`config.mk`:
```
export PLATFORM = sky130hd
export DESIGN_NAME = sifhTop
export DESIGN_NICKNAME = d
export VERILOG_FILES = /design/src/logic/sifhPkg.sv /design/src/logic/histRam.sv /design/src/logic/countUpdater.sv /design/src/logic/peakFinder.sv /design/src/logic/histControl.sv /design/src/logic/sifhTop.sv
export SDC_FILE = /design/constraint.sdc
export NUM_CORES = 1
export LEC_CHECK = 0
export BUFFER_PORTS_ARGS = -buffer_cell sky130_fd_sc_hd__buf_2
export CORE_ASPECT_RATIO = 1.75
export CORE_UTILIZATION = 45
export CTS_CLUSTER_SIZE = 20
export DETAILED_ROUTE_END_ITERATION = 8
export PLACE_DENSITY = 0.63
export SLEW_MARGIN = 40
export SYNTH_ARGS = -nofsm -noshare
export SYNTH_HDL_FRONTEND = slang
export SYNTH_SLANG_ARGS = --single-unit
export TNS_END_PERCENT = 30
```
`constraint.sdc`:
```
create_clock -name clk -period 4.34 [get_ports clk]
set_clock_uncertainty 0.2 [all_clocks]
set_input_delay 0.651 -clock clk [delete_from_list [all_inputs] [get_ports clk]]
set_output_delay 0.651 -clock clk [all_outputs]
set_load 0.05 [all_outputs]
```
`src/logic/sifhPkg.sv`:
```
package sifhPkg;

    // timestamp and bin geometry
    localparam int STAMP_W = 10;
    localparam int BIN_W = 4;
    localparam int BIN_NUM = 16;

    // frame geometry, pixel-major
    localparam int PIXEL_NUM = 4;
    localparam int PIX_W = 2;
    localparam int ACQ_NUM = 80;
    localparam int ACQ_W = $clog2(ACQ_NUM);

    // histogram storage
    localparam int COUNT_W = 6;
    localparam int COUNT_MAX = 63;
    localparam int RAM_DEPTH = 64;
    localparam int ADDR_W = 6;

    // cycles to let the last updates land before scanning
    localparam int DRAIN_CYC = 2;

    typedef logic [STAMP_W-1:0] stampT;
    typedef logic [BIN_W-1:0]   binT;
    typedef logic [PIX_W-1:0]   pixelT;
    // pixel in the upper bits, bin in the lower
    typedef logic [ADDR_W-1:0]  addrT;
    typedef logic [COUNT_W-1:0] countT;

    typedef enum logic [1:0] {CLEAR, ACCUM, DRAIN, SCAN} ctrlStateT;

    typedef struct packed {
        logic  rdEn;
        addrT  rdAddr;
        logic  wrEn;
        addrT  wrAddr;
        countT wrData;
    } ramReqT;

    typedef struct packed {
        logic  valid;
        pixelT pixel;
        binT   bin;
        logic  last;
    } scanTagT;

    typedef struct packed {
        pixelT pixel;
        binT   bin;
        countT count;
    } peakT;

endpackage

```
`src/logic/histRam.sv`:
```
`timescale 1ns/1ps

module histRam import sifhPkg::*; (
    input  logic   clk,
    input  ramReqT req,
    output countT  rdData
);

    // one count per pixel and bin
    countT mem [RAM_DEPTH];

    // write port
    always_ff @(posedge clk) begin
        if (req.wrEn) begin
            mem[req.wrAddr] <= req.wrData;
        end
    end

    // registered read port
    // same-address collision returns the old word
    always_ff @(posedge clk) begin
        if (req.rdEn) begin
            rdData <= mem[req.rdAddr];
        end
    end

endmodule

```
`src/logic/countUpdater.sv`:
```
`timescale 1ns/1ps

module countUpdater import sifhPkg::*; (
    input  logic   clk,
    input  logic   rst,
    input  logic   updValid,
    input  addrT   updAddr,
    input  countT  ramData,
    output ramReqT req
);

    // sample whose read is returning this cycle
    logic  pendValid;
    addrT  pendAddr;

    // word written in the previous cycle
    logic  lastWrValid;
    addrT  lastWrAddr;
    countT lastWrData;

    countT oldCount;
    countT newCount;
    logic  fwdHit;

    // RAM still holds the stale value when the previous
    // write went to the same address
    assign fwdHit = lastWrValid && (lastWrAddr == pendAddr);

    always_comb begin
        oldCount = fwdHit ? lastWrData : ramData;
        // saturating increment
        if (oldCount == countT'(COUNT_MAX)) begin
            newCount = oldCount;
        end else begin
            newCount = oldCount + countT'(1);
        end
    end

    // write for the pending sample plus read for the new one
    always_comb begin
        req.rdEn   = updValid;
        req.rdAddr = updAddr;
        req.wrEn   = pendValid;
        req.wrAddr = pendAddr;
        req.wrData = newCount;
    end

    // pipeline valids
    always_ff @(posedge clk) begin
        if (rst) begin
            pendValid   <= 1'b0;
            lastWrValid <= 1'b0;
        end else begin
            pendValid   <= updValid;
            lastWrValid <= pendValid;
        end
    end

    // addresses and forwarded data
    always_ff @(posedge clk) begin
        pendAddr   <= updAddr;
        lastWrAddr <= pendAddr;
        lastWrData <= newCount;
    end

endmodule

```
`src/logic/peakFinder.sv`:
```
`timescale 1ns/1ps

module peakFinder import sifhPkg::*; (
    input  logic    clk,
    input  logic    rst,
    input  scanTagT scanTag,
    input  countT   ramData,
    output logic    peakValid,
    output peakT    peak
);

    // running best of the pixel being scanned
    binT   bestBin;
    countT bestCount;

    // best including the current bin
    logic  takeNew;
    binT   candBin;
    countT candCount;

    // bin 0 always loads
    // later bins need a strictly greater count, so ties keep the lower bin
    assign takeNew = (scanTag.bin == '0) || (ramData > bestCount);

    always_comb begin
        if (takeNew) begin
            candBin   = scanTag.bin;
            candCount = ramData;
        end else begin
            candBin   = bestBin;
            candCount = bestCount;
        end
    end

    always_ff @(posedge clk) begin
        if (scanTag.valid) begin
            bestBin   <= candBin;
            bestCount <= candCount;
        end
    end

    // result register, loaded on the last bin of a pixel
    always_ff @(posedge clk) begin
        if (scanTag.valid && scanTag.last) begin
            peak.pixel <= scanTag.pixel;
            peak.bin   <= candBin;
            peak.count <= candCount;
        end
    end

    // one pulse per pixel
    always_ff @(posedge clk) begin
        if (rst) begin
            peakValid <= 1'b0;
        end else begin
            peakValid <= scanTag.valid && scanTag.last;
        end
    end

endmodule

```
`src/logic/histControl.sv`:
```
`timescale 1ns/1ps

module histControl import sifhPkg::*; (
    input  logic    clk,
    input  logic    rst,
    input  logic    sampleValid,
    input  stampT   sample,
    output logic    ready,
    output logic    updValid,
    output addrT    updAddr,
    input  ramReqT  updReq,
    output ramReqT  ramReq,
    output scanTagT scanTag
);

    ctrlStateT state;
    ctrlStateT stateNext;

    // position within the frame
    logic [ACQ_W-1:0] acqCnt;
    pixelT            pixCnt;

    // shared clear and scan address
    addrT memAddr;
    logic drainCnt;

    logic accept;
    logic acqLast;
    logic pixLast;
    logic frameEnd;
    logic memLast;

    // samples only count while accumulating
    assign ready    = (state == ACCUM);
    assign accept   = ready && sampleValid;
    assign acqLast  = (acqCnt == ACQ_W'(ACQ_NUM - 1));
    assign pixLast  = (pixCnt == PIX_W'(PIXEL_NUM - 1));
    assign frameEnd = accept && acqLast && pixLast;
    assign memLast  = (memAddr == ADDR_W'(RAM_DEPTH - 1));

    // bin is the top of the timestamp
    assign updValid = accept;
    assign updAddr  = {pixCnt, sample[STAMP_W-1 -: BIN_W]};

    always_comb begin
        stateNext = state;
        case (state)
            CLEAR: if (memLast) stateNext = ACCUM;
            ACCUM: if (frameEnd) stateNext = DRAIN;
            // wait out the updater pipeline
            DRAIN: if (drainCnt == 1'(DRAIN_CYC - 1)) stateNext = SCAN;
            SCAN:  if (memLast) stateNext = ACCUM;
            default: stateNext = CLEAR;
        endcase
    end

    always_ff @(posedge clk) begin
        if (rst) begin
            state    <= CLEAR;
            acqCnt   <= '0;
            pixCnt   <= '0;
            memAddr  <= '0;
            drainCnt <= 1'b0;
        end else begin
            state <= stateNext;
            // sample and pixel counters
            if (accept) begin
                if (acqLast) begin
                    acqCnt <= '0;
                    pixCnt <= pixLast ? '0 : pixCnt + pixelT'(1);
                end else begin
                    acqCnt <= acqCnt + ACQ_W'(1);
                end
            end
            // address walks 0..63 in clear and scan
            if (state == CLEAR || state == SCAN) begin
                memAddr <= memLast ? '0 : memAddr + addrT'(1);
            end
            drainCnt <= (state == DRAIN) ? drainCnt + 1'b1 : 1'b0;
        end
    end

    // RAM port select
    always_comb begin
        ramReq = updReq;
        case (state)
            CLEAR: begin
                ramReq.rdEn   = 1'b0;
                ramReq.rdAddr = memAddr;
                ramReq.wrEn   = 1'b1;
                ramReq.wrAddr = memAddr;
                ramReq.wrData = '0;
            end
            // read a bin and zero it in the same cycle
            SCAN: begin
                ramReq.rdEn   = 1'b1;
                ramReq.rdAddr = memAddr;
                ramReq.wrEn   = 1'b1;
                ramReq.wrAddr = memAddr;
                ramReq.wrData = '0;
            end
            default: ramReq = updReq;
        endcase
    end

    // tag lines up with the RAM read data
    always_ff @(posedge clk) begin
        if (rst) begin
            scanTag <= '0;
        end else begin
            scanTag.valid <= (state == SCAN);
            scanTag.pixel <= memAddr[ADDR_W-1 -: PIX_W];
            scanTag.bin   <= memAddr[BIN_W-1:0];
            scanTag.last  <= (state == SCAN) && (memAddr[BIN_W-1:0] == BIN_W'(BIN_NUM - 1));
        end
    end

endmodule

```
`src/logic/sifhTop.sv`:
```
`timescale 1ns/1ps

module sifhTop import sifhPkg::*; (
    input  logic  clk,
    input  logic  rst,
    input  logic  sampleValid,
    input  stampT sample,
    output logic  ready,
    output logic  peakValid,
    output peakT  peak
);

    // control to updater
    logic    updValid;
    addrT    updAddr;
    ramReqT  updReq;

    // RAM side
    ramReqT  ramReq;
    countT   ramData;

    // control to peak finder
    scanTagT scanTag;

    // frame FSM and RAM arbitration
    histControl control (
        .clk         (clk),
        .rst         (rst),
        .sampleValid (sampleValid),
        .sample      (sample),
        .ready       (ready),
        .updValid    (updValid),
        .updAddr     (updAddr),
        .updReq      (updReq),
        .ramReq      (ramReq),
        .scanTag     (scanTag)
    );

    // read-modify-write of the counts
    countUpdater updater (
        .clk      (clk),
        .rst      (rst),
        .updValid (updValid),
        .updAddr  (updAddr),
        .ramData  (ramData),
        .req      (updReq)
    );

    // histogram storage
    histRam ram (
        .clk    (clk),
        .req    (ramReq),
        .rdData (ramData)
    );

    // per-pixel peak search during the scan
    peakFinder finder (
        .clk       (clk),
        .rst       (rst),
        .scanTag   (scanTag),
        .ramData   (ramData),
        .peakValid (peakValid),
        .peak      (peak)
    );

endmodule

```
==> After elaboration in Yosys (flattened, before gate mapping) <==
Memories as Yosys holds them, arrays and structs flattened. A register that Yosys moved wholly into a read port is not among the register bits.
Cells that the tools add are included.
{ "totals": {"reg_bits": 69, "ram_bits": 384, "input_bits": 13, "output_inout_bits": 14, "wordCells": 68, "mem_count": 1} }
{ "memory_table": {"columns": ["memory", "depth", "width", "rd", "rd_clocked_by_memory_dff", "write_ports", "line", "rtl"], "rows": [
  ["ram.mem", 64, 6, 1, 1, 1, "histRam.sv:10", "countT mem [RAM_DEPTH];"]
]} }
{ "op_classes": {"n_addsub": 5, "magnitude_cmp": 1, "eq_ne": 12, "n_mux": 14, "n_bitwise": 1, "reduce_logical": 14} }
{ "ops": {"columns": ["op", "count"], "rows": [
  ["$pmux W20 S2", 1],
  ["$mux W6", 4],
  ["$add A6 B1 Y6 const B", 2],
  ["$eq A6 B6 Y1 const B", 2],
  ["$mux W2", 4],
  ["$add A7 B1 Y7 const B", 1],
  ["$eq A7 B7 Y1 const B", 1],
  ["$mux W7", 1],
  ["$eq A2 B2 Y1 const B", 3],
  ["$eq A6 B6 Y1", 1],
  ["$gt A6 B6 Y1", 1],
  ["$logic_and A1 B1 Y1", 6],
  ["$pmux W2 S3", 1],
  ["$eq A4 B4 Y1 const B", 1],
  ["$logic_not A4 Y1", 1],
  ["$mux W4", 1],
  ["$ne A2 B1 Y1 const B", 2],
  ["$reduce_or A2 Y1", 2],
  ["$reduce_and A3 Y1", 1],
  ["$add A2 B1 Y2 const B", 1],
  ["$eq A2 B1 Y1 const B", 1],
  ["$logic_not A2 Y1", 1],
  ["$logic_or A1 B1 Y1", 2],
  ["$mux W1", 2],
  ["other kinds (4)", 4]
]} }

==> Longest topological paths before layout <==
Gate-level depths: netlist (run 1).
{ "depth": {"word_depth": 8, "mapped_depth": 14, "depth_no_buf": 10} }

==> Modules after synthesis <==
Synthesis (run 1) repeated with hierarchy kept, for this count alone.
{ "unflattened": {"cells_unflattened": 1069, "area_unflattened_um2": 18697.9} }
{ "by_module_without_submodules": {"columns": ["mod", "instances", "cells_per_inst", "area_each_um2", "seq_area_each_um2"], "rows": [
  ["histRam", 1, 720, 15285.9, 11711.2],
  ["histControl", 1, 162, 1346.3, 520.5],
  ["peakFinder", 1, 111, 1271.2, 680.7],
  ["countUpdater", 1, 76, 794.5, 400.4]
]} }

==> Least setup slack after synthesis (run 1) <==
No wires, ideal clock.
{ "synth_path": {"path_type": "reg2reg", "startpoint": "register updater.pendAddr[4]", "endpoint": "memory ram.mem[0][0] in the netlist's numbering (data pin)", "setup_time_ns": 0.368, "arrival_time_ns": 3.161, "required_time_ns": 3.772, "slack_ns": 0.612, "path_stages_with_launch": 11, "path_buffers": 1, "period_less_slack_ns": 3.728, "path_cell_list": "dfxtp_1 > xnor2_1 > nand4_1 > nor2_1 > buf_1 > mux2_2 > ha_1 > o21ai_0 > a21o_1 > xor2_1 > and2_1"} }
{ "synth_rtl": {"columns": ["item", "line", "rtl"], "rows": [
  ["start: declaration", "countUpdater.sv:14", "addrT pendAddr;"],
  ["start signal: assignment", "countUpdater.sv:61", "pendAddr <= updAddr;"],
  ["end: declaration", "histRam.sv:10", null]
]} }

==> Final worst setup path (run 1) <==
{ "layout_path": {"startpoint": "register control.state[0]", "endpoint": "register ram.rdData[2], read port of ram.mem (data pin)"} }
{ "layout_via": {"elab_chain_len": 3, "elab_cells_between_ends": 5, "cone_classes": "eq/ne: 2; mux: 1; reduce/logical: 2"} }
{ "layout_rtl": {"columns": ["item", "line", "rtl"], "rows": [
  ["start: declaration", "histControl.sv:16", "ctrlStateT state;"],
  ["start signal: assignment", "histControl.sv:65", "state <= stateNext;"],
  ["$eq A2 B1 Y1", "histControl.sv:34", "assign ready = (state == ACCUM);"],
  ["$logic_and A1 B1 Y1", "histControl.sv:35", "assign accept = ready && sampleValid;"],
  ["$pmux W20 S2 *", "histControl.sv:86", "case (state)"],
  ["end: declaration", "histRam.sv:6", "output countT rdData"]
]} }
Every way passes the cells marked *; elsewhere a longest branch is shown, timed or not.
A chain may end at the register's enable or synchronous reset.

==> key figures, run 1 <==
STA
  • Final hold violations: 0
  • RSZ-0062 raised after global routing: no
  • Worst slew pin tran: 0.780 ns
  • Setup TNS: 0 ns
  • Setup WS post-layout: 0.455 ns
  • Final period utilization: between 80% and 90%
  • Fmax: 0.257 GHz
  • Pins Over Slew Limit: 0
  • Slew Limit Headroom: 48.0%
  • Final min period: 3.88 ns
  • Final setup viols: 0
  • Min Hold Slack: about 0.052 ns

Final layout
  • Inserted Diodes: 0
  • Area delta synth->final: 12.0%
  • Design area: 20900 µm²
  • Multi-input logic area: around 5000 µm²
  • FF/Latch Area: roughly 13000 µm²
  • Cell Count, Final, Fillers Out: 2015
  • Layout net count: 1461
  • Share of cells above drive strength 1: 9.49%
  • Filler cell count: 3453

Drt
  • DRC viols: 0
  • Highest routed layer: met4
  • Vias per inst: 5.48
  • WL met2: 23600 µm
  • DR iter-0 viols: 769
  • Metal3 WL: 1610 µm
  • 1st-pass router iterations: 7
  • Wire length on met1: 15200 µm
  • Total number of vias: 11034
  • Final WL: between 40000 and 50000 µm
  • Antenna-violating nets left: 0
  • WL/cell: 21.2 µm

Placement
  • Gpl congestion: 0.870
  • DP Area: 19500 µm²
  • Placed Cells incl. Taps: between 1500 and 2000
  • Port bufs: 20
  • Placed wire-length estimate: 28200 µm
  • Pre-CTS setup slack: 0.520 ns

Floorplan
  • Chip height: ~270 µm
  • Placeable core region: slightly above 40000 µm²
  • FP Rows: 98
  • DIE WIDTH: 156 µm
  • Die area: about 42000 µm²
  • Initial Util: 45.6%
  • Ports: 27

Synthesis
  • Ys async rst share: 0%
  • Largest family of logic cells by synthesized area: simple AND/OR/NAND/NOR gates
  • Number of flops mapped to enable cells by yosys: about 410
  • Post-synthesis adder-cell area fraction: 1.01%
  • Synth Area in XOR/XNOR: less than 1%
  • Synth top area cells: edfxtp_1 (66%), nand2_1 (6.9%), dfxtp_1 (5.0%), mux2i_1 (5.0%), nand3_1 (2.9%)
  • Syn Inst Count: between 1000 and 1500
  • Post-synth cell types: 45
  • Synth top area share: around two thirds
  • Syn Area/Cell: 13.2 µm²
  • Sequential-to-total area share from yosys stat: 71.4%
  • Multiplexer area fraction after synthesis: 5.77%
  • Synth Flop Type: edfxtp_1
  • Warnings from Yosys: 0
  • Syn_nets: 1438
  • Synthesized flop and latch total: 459
  • Post-synthesis compound-gate area fraction: under 10%
  • Mapped Area: 18600 µm²
  • Simple logic cell fraction of the synthesized area: 14.5%
  • Yosys top cell by area: edfxtp_1

CTS
  • # hold bufs at CTS: 0
  • CTS Buf Count: 40
  • CTS Buffer Depth: 3
  • Worst skew pair latency: 0.55 ns
  • TritonCTS clock tree: yes
  • Clock-pin slew on the worst setup and hold paths: 0.07 ns
  • PostCTS Resize Cnt: 0
  • CTS HTree Levels: 2
  • Num Clock Sinks: 459
  • Clock root buffer: clkbuf_16
  • Postcts setup bufs: 0

Setup path
  • Critical path required time: 4.41 ns
  • Crit path kind: flip-flop to flip-flop
  • Critical Path End Type: flip-flop
  • CP startpoint kind: flip-flop
  • CP max FO: 20
  • WP data arrival: 3.95 ns

GRT
  • Largest net degree at the start of global routing: 72
  • Grt ovf: 0
  • First-pass GRT wire length: 64400 µm
  • Initial antenna violation count: 0
  • Vias in the first global route: 10985
  • Total Routing Usage GR: between 20% and 30%

Status
  • Status: finished, final reports clean

Power
  • Switching share of power: 35.6%
  • Reg power frac: 38.4%
  • Maximum VDD drop: 504 µV
  • Lkg Pwr: roughly 7.4 nW
  • Power per cell area: 679 nW/µm²
  • NetSw: 5.04 mW
  • Combinational share of power: 35.2%
  • Internal power: 9.13 mW
  • Share of power burned in the clock network: 26.4%

Run
  • Max cap viols: 0

Min path
  • Worst hold path class: input port to flip-flop
power groups by stage:
stage          registers, mW  clock network (mW)  logic (mW)
4_1_cts                 5.44                3.80        5.05
2_1_floorplan           5.53                   0        3.42
3_5_place_dp            5.54                   0        5.04
5_1_grt                 5.46                3.94        5.43
6_report                5.44                3.74        4.98
3_3_place_gp            5.53                   0        4.99
area by class of cell:
cell class              count  share of cell area (%)
flip-flops and latches    459                    63.8
clock buffers              50                    5.33
multi-input cells         872                    23.8
inverters                   9                   0.162
clock inverters            24                    1.30
repair buffers             51                    2.37
well taps                 550                    3.30
layer usage:
metal | global-route usage, % | vias to the layer above
li1 | - | 5187
met1 | 22.1 | 5454
met2 | 39.6 | 307
met3 | 2.12 | 86
met4 | 10.4 | 0
met5 | 0 | -
per-stage QoR:
stage                     total power, mW  util [%]
after global routing                 14.8      51.1
after CTS                            14.3      51.1
after floorplan                      8.94         -
after detailed placement             10.6      47.7
after global placement               10.5      47.7
final                                14.2      51.1
cells by family after synthesis:
group	count (synthesis)
AO/OA/AOI/OAI	112
multiplexers	106
adder cells (fa/ha/maj)	15
AND/OR/NAND/NOR	621
buffers and inverters	79
XOR/XNOR	18
flip-flops	459
placed cells by master, fill, tap and decap left out, drive strengths merged, types with 25 or more instances in the layout:
cell type / count
edfxtp: 412
nand2: 345
nand3: 108
mux2i: 94
nor2: 91
buf: 51
clkbuf: 50
dfxtp: 47
nand4: 26
o211ai: 25
a31oi: 25
final timing paths:
kind                                     startpoint                    end  slack, ns  cells past startpoint
worst max-delay path               control.state[0]          ram.rdData[2]       0.46                      9
worst min-delay path                      sample[9]    updater.pendAddr[3]       0.05                      1
worst max register to register     control.state[0]          ram.rdData[2]       0.46                      9
worst min register to register  updater.pendAddr[5]  updater.lastWrAddr[5]       0.19                      0
cell usage after synthesis (9+ instances only):
master    number
nor2_1        91
buf_2         19
a22o_1        10
mux2i_1       94
nand2_1      345
nand4_1       26
nand3_1      108
xnor2_1       11
mux2_2        12
ha_1          15
nor2b_1       15
buf_1         12
clkbuf_1      28
a21oi_1       15
inv_1          9
dfxtp_1       47
and2_1         9
o211ai_1      25
a31oi_1       25
edfxtp_1     412
a22oi_1        9
state kept, by name, summed over array words and instances, names as in the netlist, 2 cells and up:
| register | count |
|---|---|
| control.state | 2 |
| finder.bestBin | 4 |
| updater.lastWrData | 6 |
| ram.mem | 384 |
| control.acqCnt | 7 |
| ram.rdData | 6 |
| control.pixCnt | 2 |
| updater.lastWrAddr | 6 |
| control.scanTag | 8 |
| finder.peak | 12 |
| finder.bestCount | 6 |
| control.memAddr | 6 |
| updater.pendAddr | 6 |
worst max-delay path: stages, from the launching register on:
cell     delay [ns]
dfxtp_1        0.40
inv_1          0.09
ha_1           0.32
o21ba_4        0.41
a22oi_4        0.22
nor3_4         0.62
a31oi_1        0.27
nand4_1        0.31
o22ai_1        0.16
or4_1          0.59
No activity file was read; power rests on OpenSTA's default activity.
==> inputs of run 2 (changes only) <==
--- a/config.mk
+++ b/config.mk
@@ -10,7 +10,7 @@
 export CORE_UTILIZATION = 45
 export CTS_CLUSTER_SIZE = 20
 export DETAILED_ROUTE_END_ITERATION = 8
-export PLACE_DENSITY = 0.63
+export PLACE_DENSITY_LB_ADDON = 0.08
 export SLEW_MARGIN = 40
 export SYNTH_ARGS = -nofsm -noshare
 export SYNTH_HDL_FRONTEND = slang
==> key figures, run 2 (synthesized netlist as in run 1, its figures left out) <==
STA
  • Setup TNS: 0 ns
  • Final setup viols: 0
  • RSZ-0062 raised after global routing: no
  • Worst slew pin tran: 0.784 ns
  • Min Hold Slack: 0.0386 ns
  • Final period utilization: 92.2%
  • Slew Limit Headroom: between 40% and 50%
  • Pins Over Slew Limit: 0
  • Final hold violations: 0
  • Fmax: 0.250 GHz
  • Final min period: 4.00 ns

GRT
  • First-pass GRT wire length: 66800 µm
  • Grt ovf: 0
  • Largest net degree at the start of global routing: 83
  • Total Routing Usage GR: 21.8%
  • Vias in the first global route: ~11000
  • Initial antenna violation count: 0

Setup path
  • CP startpoint kind: flip-flop
  • Crit path kind: flip-flop to flip-flop
  • WP data arrival: about 4 ns
  • R2R Setup Slk: 0.34 ns
  • Critical Path End Type: flip-flop
  • Critical path required time: roughly 4.4 ns
  • CP max FO: 20

Placement
  • Placed Cells incl. Taps: between 1500 and 2000
  • Port bufs: 20
  • Gpl congestion: 0.848
  • Placed wire-length estimate: 28700 µm

Final layout
  • Inserted Diodes: 0
  • Cell Count, Final, Fillers Out: just over 2000
  • Share of cells above drive strength 1: 9.56%
  • Area delta synth->final: 11.7%
  • Most frequent cells in the layout: edfxtp_1 (412), nand2_1 (345), nand3_1 (108)
  • Commonest non-fill, non-tap cell in the layout: edfxtp_1
  • Largest registers: ram.mem x384, finder.peak x12, control.scanTag x8
  • Layout net count: 1460
  • Fin util: 51.0%
  • Largest register FFs: around 380
  • Biggest register: ram.mem

CTS
  • Clock-pin slew on the worst setup and hold paths: 0.07 ns
  • CTS Buffer Depth: 3
  • TritonCTS clock tree: yes
  • CTS HTree Levels: 2
  • # hold bufs at CTS: 1
  • Worst skew pair latency: between 0.5 and 0.6 ns
  • Postcts setup bufs: 0
  • PostCTS Resize Cnt: 0
  • Clock root buffer: clkbuf_16
  • CTS Buf Count: 43
  • Num Clock Sinks: between 400 and 500

Floorplan
  • Placeable core region: roughly 40000 µm²
  • Initial Util: between 40% and 50%
  • Die area: 42300 µm²
  • FP Rows: 98
  • Chip height: 271 µm
  • DIE WIDTH: about 160 µm
  • Ports: 27

Power
  • Power per cell area: approximately 700 nW/µm²
  • Maximum VDD drop: about 520 µV
  • Lkg Pwr: 7.37 nW
  • Power, Total: 14.2 mW

Drt
  • Total number of vias: 10885
  • Antenna-violating nets left: 0
  • DR iter-0 viols: 801
  • 1st-pass router iterations: 5
  • Final WL: 45200 µm
  • DRC viols: 0
  • WL/cell: 22.4 µm
  • Vias per inst: 5.40

Status
  • Status: finished, final reports clean

Min path
  • Worst hold path class: input port to flip-flop

Run
  • Max cap viols: 0
==> run 2: metrics by stage <==
| step | cell area (µm²) | setup WS, ns |
|---|---|---|
| 2_1_floorplan | 18600 | 0.612 |
| 3_3_place_gp | 19400 | 0.455 |
| 3_5_place_dp | 19400 | 0.396 |
| 4_1_cts | 20800 | 0.349 |
| 5_1_grt | 20800 | 0.299 |
| 6_report | 20800 | 0.338 |
==> run 2: routing by layer <==
metal / global-route usage (%) / routed length (µm) / up-vias
met3: 2.41 / 1610 / 69
met4: 9.83 / 1970 / 0
met2: 39.2 / 23900 / 238
met5: 0 / 0 / -
li1: - / - / 5197
met1: 25.9 / 17700 / 5381
==> run 2: worst paths after layout <==
path,start,end,cells after the start
setup / recovery,control.state[0],ram.rdData[0],9
hold / removal,sample[8],updater.pendAddr[2],1
setup reg to reg,control.state[0],ram.rdData[0],9
hold reg to reg,updater.pendAddr[5],updater.lastWrAddr[5],0
==> run 2: where the power goes <==
part	switching (mW)	internal, mW
sequential	0.0840	5.36
clock	1.65	2.06
combinational	3.50	1.50
total	5.24	8.93
==> run 2: cell type report <==
cell class / instances / area (µm²)
Tap cell: 550 / 688
Fill cell: 3539 / 20000
Clock buffer: 51 / 1130
Timing Repair Buffer: 47 / 430
Sequential cell: 459 / 13300
Clock inverter: 27 / 250
Multi-Input combinational cell: 872 / 4970
Inverter: 9 / 33.8
==> run 2: worst max-delay path: stages, from the launching register on <==
cell     delay (ns)
dfxtp_1        0.42
inv_1          0.10
ha_1           0.31
o21ba_4        0.41
a22oi_4        0.21
nor3_4         0.60
nand3_1        0.20
nand4_1        0.43
o22ai_1        0.24
or4_1          0.57
